<file path="src/logic/eeprom_consts.svh">
`ifndef EEPROM_CONSTS_SVH
`define EEPROM_CONSTS_SVH

// clock cycles per quarter of an scl period
// four quarters make one bit on the bus
`define EE_QUARTER 2

// 24c16 style device code, upper nibble of the control byte
`define EE_DEV_CODE 4'b1010

// memory address width, top three bits go into the control byte
`define EE_ADDR_W 11

`endif

</file>
<file path="src/logic/eeprom_pkg.sv">
`include "eeprom_consts.svh"

package eeprom_pkg;

    typedef logic [`EE_ADDR_W-1:0] ee_addr_t;
    typedef logic [7:0]            ee_byte_t;

    typedef struct packed {
        logic     is_read;
        ee_addr_t addr;
        ee_byte_t data;  // write payload only
    } ee_req_t;

    typedef enum logic [1:0] {
        BIT_START,
        BIT_STOP,
        BIT_WRITE,
        BIT_READ
    } bit_op_e;

    typedef struct packed {
        bit_op_e  op;
        ee_byte_t tx_byte;
        logic     master_nack;  // read only, release sda on the ninth bit
    } bit_cmd_t;

    typedef struct packed {
        logic     done;
        ee_byte_t rx_byte;
        logic     slave_ack;
    } bit_rsp_t;

    typedef enum logic [3:0] {
        IDLE,
        START,
        CTRL_W,
        ADDR,
        DATA_W,
        RESTART,
        CTRL_R,
        DATA_R,
        STOP,
        FINISH
    } seq_state_e;

    typedef enum logic [1:0] {
        PH_IDLE,
        PH_START,
        PH_STOP,
        PH_BYTE
    } bit_state_e;

endpackage

</file>
<file path="src/logic/eeprom_bit_engine.sv">
`timescale 1ns/1ps
`include "eeprom_consts.svh"

module eeprom_bit_engine (
    input  logic                 CLK,
    input  logic                 RESET,
    input  eeprom_pkg::bit_cmd_t cmd,
    input  logic                 cmd_valid,
    output eeprom_pkg::bit_rsp_t rsp,
    output logic                 scl,
    output logic                 sda_drive_low,
    input  logic                 sda_in
);

    eeprom_pkg::bit_state_e state;
    eeprom_pkg::bit_state_e cmd_ph;
    eeprom_pkg::ee_byte_t   shift;
    logic [3:0]             qcnt;
    logic [1:0]             q;     // quarter within the bit
    logic [3:0]             bcnt;  // 0..7 data, 8 acknowledge
    logic                   is_read;
    logic                   mnack;
    logic                   done_r;
    logic                   ack_r;
    logic                   tick;
    logic                   last;
    logic [1:0]             init_lvl;
    logic [1:0]             step_lvl;

    // returns {scl, drive_low} for a given quarter
    function automatic logic [1:0] levels(
        input eeprom_pkg::bit_state_e ph,
        input logic [1:0]             qq,
        input logic [3:0]             bb,
        input logic                   tx_bit,
        input logic                   rd,
        input logic                   mn,
        input logic                   cur_low
    );
        logic data_low;
        if (bb == 4'd8)
            data_low = rd && !mn;  // master ack on reads, slave owns it on writes
        else
            data_low = !rd && !tx_bit;
        case (ph)
            eeprom_pkg::PH_START:
                levels = (qq == 2'd0) ? 2'b00 : (qq == 2'd1) ? 2'b10 :
                         (qq == 2'd2) ? 2'b11 : 2'b01;
            eeprom_pkg::PH_STOP:
                levels = (qq == 2'd0) ? 2'b01 : (qq == 2'd1) ? 2'b11 : 2'b10;
            eeprom_pkg::PH_BYTE:
                levels = {(qq == 2'd1 || qq == 2'd2), (qq == 2'd0) ? data_low : cur_low};
            default:
                levels = 2'b10;
        endcase
    endfunction

    assign tick = (qcnt == `EE_QUARTER - 1);
    assign last = (q == 2'd3) && (state != eeprom_pkg::PH_BYTE || bcnt == 4'd8);

    always_comb
    begin
        case (cmd.op)
            eeprom_pkg::BIT_START: cmd_ph = eeprom_pkg::PH_START;
            eeprom_pkg::BIT_STOP:  cmd_ph = eeprom_pkg::PH_STOP;
            default:               cmd_ph = eeprom_pkg::PH_BYTE;
        endcase
    end

    assign init_lvl = levels(cmd_ph, 2'd0, 4'd0, cmd.tx_byte[7],
                             cmd.op == eeprom_pkg::BIT_READ, cmd.master_nack, sda_drive_low);
    assign step_lvl = levels(state, q + 2'd1, (q == 2'd3) ? bcnt + 4'd1 : bcnt,
                             shift[7], is_read, mnack, sda_drive_low);

    always_ff @(posedge CLK)
    begin
        if (RESET)
        begin
            state         <= eeprom_pkg::PH_IDLE;
            scl           <= 1'b1;
            sda_drive_low <= 1'b0;
            done_r        <= 1'b0;
            qcnt          <= 4'd0;
            q             <= 2'd0;
            bcnt          <= 4'd0;
        end
        else
        begin
            done_r <= 1'b0;
            if (state == eeprom_pkg::PH_IDLE)
            begin
                if (cmd_valid)
                begin
                    state                <= cmd_ph;
                    {scl, sda_drive_low} <= init_lvl;
                    qcnt                 <= 4'd0;
                    q                    <= 2'd0;
                    bcnt                 <= 4'd0;
                end
            end
            else if (!tick)
                qcnt <= qcnt + 4'd1;
            else
            begin
                qcnt <= 4'd0;
                if (last)
                begin
                    state  <= eeprom_pkg::PH_IDLE;  // bus levels held until next command
                    done_r <= 1'b1;
                end
                else
                begin
                    q                    <= q + 2'd1;
                    {scl, sda_drive_low} <= step_lvl;
                    if (q == 2'd3)
                        bcnt <= bcnt + 4'd1;
                end
            end
        end
    end

    // sample at mid scl high, end of quarter 1
    always_ff @(posedge CLK)
    begin
        if (state == eeprom_pkg::PH_IDLE && cmd_valid)
        begin
            shift   <= cmd.tx_byte;
            is_read <= (cmd.op == eeprom_pkg::BIT_READ);
            mnack   <= cmd.master_nack;
        end
        else if (state == eeprom_pkg::PH_BYTE && tick && q == 2'd1)
        begin
            if (bcnt < 4'd8)
                shift <= {shift[6:0], sda_in};
            else
                ack_r <= !sda_in;
        end
    end

    assign rsp = '{done: done_r, rx_byte: shift, slave_ack: ack_r};

endmodule

</file>
<file path="src/logic/eeprom_ctrl_top.sv">
`timescale 1ns/1ps

module eeprom_ctrl_top (
    input  logic                 CLK,
    input  logic                 RESET,
    input  logic                 wr,
    input  logic                 rd,
    input  eeprom_pkg::ee_addr_t addr,
    input  eeprom_pkg::ee_byte_t wr_data,
    output eeprom_pkg::ee_byte_t rd_data,
    output logic                 busy,
    output logic                 ack,
    output logic                 nack,
    output logic                 scl,
    output logic                 sda_drive_low,
    input  logic                 sda_in
);

    eeprom_pkg::ee_req_t  req;
    eeprom_pkg::bit_cmd_t cmd;
    eeprom_pkg::bit_rsp_t rsp;
    eeprom_pkg::ee_byte_t rx_byte;
    logic                 start;
    logic                 finish;
    logic                 fail;
    logic                 cmd_valid;

    eeprom_req_regs u_req_regs (
        .CLK     (CLK),
        .RESET   (RESET),
        .wr      (wr),
        .rd      (rd),
        .addr    (addr),
        .wr_data (wr_data),
        .finish  (finish),
        .fail    (fail),
        .rx_byte (rx_byte),
        .req     (req),
        .start   (start),
        .busy    (busy),
        .ack     (ack),
        .nack    (nack),
        .rd_data (rd_data)
    );

    eeprom_sequencer u_sequencer (
        .CLK       (CLK),
        .RESET     (RESET),
        .req       (req),
        .start     (start),
        .cmd       (cmd),
        .cmd_valid (cmd_valid),
        .rsp       (rsp),
        .finish    (finish),
        .fail      (fail),
        .rx_byte   (rx_byte)
    );

    // bus side
    eeprom_bit_engine u_bit_engine (
        .CLK           (CLK),
        .RESET         (RESET),
        .cmd           (cmd),
        .cmd_valid     (cmd_valid),
        .rsp           (rsp),
        .scl           (scl),
        .sda_drive_low (sda_drive_low),
        .sda_in        (sda_in)
    );

endmodule

</file>
<file path="src/logic/eeprom_req_regs.sv">
`timescale 1ns/1ps

module eeprom_req_regs (
    input  logic                 CLK,
    input  logic                 RESET,
    input  logic                 wr,
    input  logic                 rd,
    input  eeprom_pkg::ee_addr_t addr,
    input  eeprom_pkg::ee_byte_t wr_data,
    input  logic                 finish,
    input  logic                 fail,
    input  eeprom_pkg::ee_byte_t rx_byte,
    output eeprom_pkg::ee_req_t  req,
    output logic                 start,
    output logic                 busy,
    output logic                 ack,
    output logic                 nack,
    output eeprom_pkg::ee_byte_t rd_data
);

    logic accept;

    assign accept = (wr || rd) && !busy;  // strobes while busy are dropped

    always_ff @(posedge CLK)
    begin
        if (RESET)
        begin
            start <= 1'b0;
            busy  <= 1'b0;
            ack   <= 1'b0;
            nack  <= 1'b0;
        end
        else
        begin
            start <= accept;
            ack   <= finish;
            if (accept)
            begin
                busy <= 1'b1;
                nack <= 1'b0;
            end
            else if (ack)
                busy <= 1'b0;  // drops one cycle after the ack pulse
            if (finish)
                nack <= fail;
        end
    end

    always_ff @(posedge CLK)
    begin
        if (accept)
        begin
            req.is_read <= !wr;  // wr wins a tie
            req.addr    <= addr;
            req.data    <= wr_data;
        end
        if (finish && req.is_read)
            rd_data <= rx_byte;
    end

endmodule

</file>
<file path="src/logic/eeprom_sequencer.sv">
`timescale 1ns/1ps
`include "eeprom_consts.svh"

module eeprom_sequencer (
    input  logic                   CLK,
    input  logic                   RESET,
    input  eeprom_pkg::ee_req_t    req,
    input  logic                   start,
    output eeprom_pkg::bit_cmd_t   cmd,
    output logic                   cmd_valid,
    input  eeprom_pkg::bit_rsp_t   rsp,
    output logic                   finish,
    output logic                   fail,
    output eeprom_pkg::ee_byte_t   rx_byte
);

    eeprom_pkg::seq_state_e state;
    eeprom_pkg::seq_state_e state_n;
    eeprom_pkg::bit_cmd_t   cmd_n;
    eeprom_pkg::ee_byte_t   ctrl_w;
    eeprom_pkg::ee_byte_t   ctrl_r;
    logic                   issue;
    logic                   set_fail;
    logic                   no_ack;

    function automatic eeprom_pkg::bit_cmd_t mk_cmd(
        input eeprom_pkg::bit_op_e  op,
        input eeprom_pkg::ee_byte_t tx,
        input logic                 mn
    );
        eeprom_pkg::bit_cmd_t c;
        c.op          = op;
        c.tx_byte     = tx;
        c.master_nack = mn;
        return c;
    endfunction

    // control byte: device code, block bits, r/w
    assign ctrl_w = {`EE_DEV_CODE, req.addr[`EE_ADDR_W-1 -: 3], 1'b0};
    assign ctrl_r = {`EE_DEV_CODE, req.addr[`EE_ADDR_W-1 -: 3], 1'b1};
    assign no_ack = rsp.done && !rsp.slave_ack;

    always_comb
    begin
        state_n  = state;
        issue    = 1'b0;
        set_fail = 1'b0;
        cmd_n    = mk_cmd(eeprom_pkg::BIT_STOP, 8'hff, 1'b0);
        case (state)
            eeprom_pkg::IDLE:
                if (start)
                begin
                    state_n = eeprom_pkg::START;
                    issue   = 1'b1;
                    cmd_n   = mk_cmd(eeprom_pkg::BIT_START, 8'hff, 1'b0);
                end
            eeprom_pkg::START:
                if (rsp.done)
                begin
                    state_n = eeprom_pkg::CTRL_W;
                    issue   = 1'b1;
                    cmd_n   = mk_cmd(eeprom_pkg::BIT_WRITE, ctrl_w, 1'b0);
                end
            eeprom_pkg::CTRL_W:
                if (rsp.done)
                begin
                    issue = 1'b1;
                    if (no_ack)
                    begin
                        state_n  = eeprom_pkg::STOP;
                        set_fail = 1'b1;
                    end
                    else
                    begin
                        state_n = eeprom_pkg::ADDR;
                        cmd_n   = mk_cmd(eeprom_pkg::BIT_WRITE, req.addr[7:0], 1'b0);
                    end
                end
            eeprom_pkg::ADDR:
                if (rsp.done)
                begin
                    issue = 1'b1;
                    if (no_ack)
                    begin
                        state_n  = eeprom_pkg::STOP;
                        set_fail = 1'b1;
                    end
                    else if (req.is_read)
                    begin
                        state_n = eeprom_pkg::RESTART;
                        cmd_n   = mk_cmd(eeprom_pkg::BIT_START, 8'hff, 1'b0);
                    end
                    else
                    begin
                        state_n = eeprom_pkg::DATA_W;
                        cmd_n   = mk_cmd(eeprom_pkg::BIT_WRITE, req.data, 1'b0);
                    end
                end
            eeprom_pkg::DATA_W:
                if (rsp.done)
                begin
                    state_n  = eeprom_pkg::STOP;
                    issue    = 1'b1;
                    set_fail = no_ack;
                end
            eeprom_pkg::RESTART:
                if (rsp.done)
                begin
                    state_n = eeprom_pkg::CTRL_R;
                    issue   = 1'b1;
                    cmd_n   = mk_cmd(eeprom_pkg::BIT_WRITE, ctrl_r, 1'b0);
                end
            eeprom_pkg::CTRL_R:
                if (rsp.done)
                begin
                    issue = 1'b1;
                    if (no_ack)
                    begin
                        state_n  = eeprom_pkg::STOP;
                        set_fail = 1'b1;
                    end
                    else
                    begin
                        state_n = eeprom_pkg::DATA_R;
                        cmd_n   = mk_cmd(eeprom_pkg::BIT_READ, 8'hff, 1'b1);  // single byte
                    end
                end
            eeprom_pkg::DATA_R:
                if (rsp.done)
                begin
                    state_n = eeprom_pkg::STOP;
                    issue   = 1'b1;
                end
            eeprom_pkg::STOP:
                if (rsp.done)
                    state_n = eeprom_pkg::FINISH;
            default:
                state_n = eeprom_pkg::IDLE;  // FINISH lands here too
        endcase
    end

    always_ff @(posedge CLK)
    begin
        if (RESET)
        begin
            state     <= eeprom_pkg::IDLE;
            cmd_valid <= 1'b0;
            finish    <= 1'b0;
            fail      <= 1'b0;
        end
        else
        begin
            state     <= state_n;
            cmd_valid <= issue;
            finish    <= (state == eeprom_pkg::FINISH);
            if (start && state == eeprom_pkg::IDLE)
                fail <= 1'b0;
            else if (set_fail)
                fail <= 1'b1;
        end
    end

    always_ff @(posedge CLK)
    begin
        if (issue)
            cmd <= cmd_n;
        if (state == eeprom_pkg::DATA_R && rsp.done)
            rx_byte <= rsp.rx_byte;
    end

endmodule
</file>
<file path="config.mk">
export PLATFORM = sky130hd
export DESIGN_NAME = eeprom_ctrl_top
export DESIGN_NICKNAME = d
export VERILOG_FILES = /design/src/logic/eeprom_pkg.sv /design/src/logic/eeprom_bit_engine.sv /design/src/logic/eeprom_ctrl_top.sv /design/src/logic/eeprom_req_regs.sv /design/src/logic/eeprom_sequencer.sv
export VERILOG_INCLUDE_DIRS = /design/src /design/src/logic
export SDC_FILE = /design/constraint.sdc
export NUM_CORES = 1
export LEC_CHECK = 0
export ABC_AREA = 1
export BUFFER_PORTS_ARGS = -buffer_cell sky130_fd_sc_hd__clkbuf_2
export CELL_PAD_IN_SITES_DETAIL_PLACEMENT = 1
export CELL_PAD_IN_SITES_GLOBAL_PLACEMENT = 1
export CORE_MARGIN = 2
export CORE_UTILIZATION = 30
export CTS_CLUSTER_DIAMETER = 50
export CTS_CLUSTER_SIZE = 25
export DETAILED_ROUTE_END_ITERATION = 10
export PLACE_DENSITY = 0.61
export SLEW_MARGIN = 20
export SYNTH_ARGS = -nofsm -noshare
export SYNTH_HDL_FRONTEND = slang
export SYNTH_HIERARCHICAL = 1
export SYNTH_SLANG_ARGS = --single-unit
</file>
<file path="constraint.sdc">
create_clock -name CLK -period 5 [get_ports CLK]
set_input_delay 0.5 -clock CLK [delete_from_list [all_inputs] [get_ports CLK]]
set_output_delay 0.5 -clock CLK [all_outputs]
set_load 0.01 [all_outputs]
</file>
==> run metrics <==
number of library cell types mapped by synthesis=33; Horiz. Die Dim=116.8 um; total iterations of the first detailed-routing run=4; worst clock skew=0.009312 ns; buffer levels on the longest clock path=2; data required time at the worst endpoint=5.07 ns; number of ports placed on the die boundary=37; Clock Root Buffer=clkbuf_16; worst endpoint data arrival time=1.97 ns; share of post-route cells with drive strength above 1=0.2013; Tot GR Track Use=0.1390; number of placement rows=41; most area-hungry cell type in the Yosys netlist=edfxtp_1; cell breakdown of the critical path=nand2_1 -> or2_2 -> o21ai_0 -> nand4_1; final core area utilization=0.3622; Synth-to-Final Area Change=18.86%; most instantiated flip-flop cell in the synthesis netlist=edfxtp_1; area of the mapped netlist=3814 um^2; flip-flop and latch count after synthesis=84; antenna violations before repair=0; number of clock sinks=84; reg2reg path depth=4; class of the tightest hold or removal check=input port to register; GRT Residual Overflow=0; number of global-route vias before repair=2858; largest vdd supply drop=0.1513 mV; placeable core region=12520 um^2; f_max=0.5272 GHz; unrepaired setup endpoints after global routing=false; Setup TNS=0 ns; destination of the worst register-to-register timing path=u_sequencer/cmd[4]$_DFFE_PP_; number of port buffers=36; count of nets left with antenna violations after detail routing=0; die extent in y=116.8 um; count of hold-fix buffers inserted at cts=0; Tmin final=1.897 ns; final max-slew violation count=0; 1st-iter DRT viols=118; proportion of synthesized flip-flops having asynchronous set or reset=0; RePlAce Congestion=0.8876; count of final setup violators=0; largest incremental delay on the critical path=0.55 ns; final antenna diode count=0; via density per instance=4.583; footprint of the multi-input gates=1331 um^2; post-route fraction of the period consumed by the critical path=0.3793; Seq/Total Area, Yosys=0.5932; worst-case register-to-register setup slack=3.10 ns; count of buffers added by post-CTS timing repair for setup=0; standard cell with the maximum stage delay on the critical path=dfxtp_1; startpoint of the lowest-slack hold path=wr_data[3]; largest driver fanout on the critical path=11; area used by sequential logic in the layout=2262 um^2; DPL Wire Length=6.554 mm; most frequent cell after synthesis=nand2_1; Die ar.=13630 um^2; Hold Vio Cnt, Final=0; start of the worst register-to-register path=u_bit_engine/done_r$_SDFF_PP0_; nets@finish=473; number of gates given a new drive strength after cts=0; mean area per synthesized cell=9.510 um^2; actual slew at the worst max-slew pin=0.7928 ns; CTS tree=yes; per-cell routed wire length=14.05 um; critical path buffer and inverter count=0; Flop pwr share=0.402; Mapped Cells=401; slew margin rel.=0.4709; Worst Path Class, Setup=register to register; clock latency reported for the late side of the worst-skew pair=0.35 ns; detailed-route via count=2837; Initial Utilization=0.3047; endpoint class of the critical path=register; remaining routing DRC violations=0; part of the total power dissipated in combinational logic=0.242; synthesized net count=432; proportion of netlist area held by the largest area contributor=0.4567; number of warnings reported in the yosys synthesis log=6; Static Leakage=0.001823 uW; cell types with the highest counts after synthesis=nand2_1, edfxtp_1, nor2_1; FILL cells=1451; max cap viols=0; switching share of total power=0.3213; WHS Endpoint=u_req_regs/req[3]$_DFFE_PP_; CP delay by family, top=simple AND/OR/NAND/NOR gates; Int Power=1506 uW; clock network fraction of design power=0.356; first-pass GRT wire length=14.32 mm; final routed wirelength across all metal layers=8.695 mm; net switching power figure=713.0 uW; Synth area leaders=edfxtp_1, dfxtp_1, nand2_1; Cells on Worst Hold Path=1; count of flip-flops with a built-in enable after synthesis=58; deepest level of the CTS H-tree=3; pin count of the biggest net entering global routing=21; clock transition at the register clock pins on the worst setup and hold paths after CTS=0.07 ns; Pwr Density=489.5 nW/um^2; CTS Buf Count=9; Worst Setup Start Kind=register; outcome=finished clean
[stage by stage]
| step | total power (uW) | std cells | instance area [um^2] | hold slack (ns) | setup WS (ns) |
|---|---|---|---|---|---|
| floorplan | 1288 | 401 | 3814 | 0.4003 | 3.166 |
| global placement | 1434 | 603 | 4175 | 0.4052 | 2.938 |
| detailed placement | 1448 | 603 | 4175 | 0.4063 | 2.840 |
| CTS | 2249 | 619 | 4528 | 0.3117 | 2.815 |
| global route | 2358 | 619 | 4533 | 0.3093 | 2.921 |
| finish | 2219 | 619 | 4533 | 0.3259 | 3.103 |
[power by group through the flow]
stage               Combinational, uW  Clock [uW]  Sequential, uW
global placement                  529           0             905
CTS                               543         813             892
floorplan                         393           0             895
finish                            538         789             892
detailed placement                541           0             907
global route                      616         842             900
[layout make-up]
| cell class | instances | area share |
|---|---|---|
| timing repair buffer | 36 | 0.03975 |
| clock buffer | 9 | 0.04968 |
| clock inverter | 7 | 0.02815 |
| tap | 172 | 0.04747 |
| inverter | 49 | 0.04223 |
| sequential | 84 | 0.4990 |
| multi-input combinational | 262 | 0.2937 |
[how the worst max path moves through the flow]
stage                     slack, ns                         startpoint                               to  cells past startpoint
after floorplan                3.17  u_bit_engine/qcnt[0]$_SDFFE_PP0P_  u_bit_engine/shift[0]$_DFFE_PP_                      5
after global placement         2.94  u_bit_engine/qcnt[0]$_SDFFE_PP0P_  u_bit_engine/shift[2]$_DFFE_PP_                      5
after detailed placement       2.84  u_bit_engine/qcnt[0]$_SDFFE_PP0P_  u_bit_engine/shift[4]$_DFFE_PP_                      5
after CTS                      2.82  u_bit_engine/qcnt[0]$_SDFFE_PP0P_  u_bit_engine/shift[4]$_DFFE_PP_                      5
after global routing           2.92     u_bit_engine/done_r$_SDFF_PP0_     u_sequencer/cmd[1]$_DFFE_PP_                      4
final                          3.10     u_bit_engine/done_r$_SDFF_PP0_     u_sequencer/cmd[4]$_DFFE_PP_                      4
[logic make-up (layout without fill, tap and decap cells)]
logic type | Yosys count | after routing | share of synthesized area
buffers and inverters | 55 | 101 | 0.05906
flip-flops | 84 | 84 | 0.5932
AND/OR/NAND/NOR | 193 | 193 | 0.2352
XOR/XNOR | 1 | 1 | 0.002297
AO/OA/AOI/OAI | 61 | 61 | 0.08727
adder cells (fa/ha/maj) | 7 | 7 | 0.02296
[cell usage in the layout, fill, tap and decap left out, types with 11 or more instances in the layout]
cell       n
inv_2     11
nor2_1    37
a21oi_1   16
o21ai_0   30
inv_1     34
nand3_1   32
nand2_1   91
clkbuf_2  36
dfxtp_1   26
edfxtp_1  58
[worst reg2reg max path: cells and delay by family, from the launching register on]
kind | cells | cell delay [ns]
and+or+nand+nor | 3 | 0.90
DFF | 1 | 0.55
AOI/OAI and AO/OA | 1 | 0.18
[registers in the layout, summed over array words and instances, names as in the netlist, 2 cells and up]
| signal | count |
|---|---|
| u_bit_engine/state | 2 |
| u_req_regs/rd_data | 8 |
| u_bit_engine/qcnt | 4 |
| u_req_regs/req | 20 |
| u_sequencer/state | 4 |
| u_bit_engine/bcnt | 4 |
| u_sequencer/cmd | 11 |
| u_bit_engine/q | 2 |
| u_sequencer/rx_byte | 8 |
| u_bit_engine/shift | 8 |
[per-layer routing]
metal,wire length [um],vias to the layer above,global-route usage
li1,-,1436,-
met1,4068,1351,0.1693
met2,4209,40,0.2316
met3,256,10,0.03321
met4,160,0,0.06745
met5,0,-,0
No activity file was read; power rests on OpenSTA's default activity.
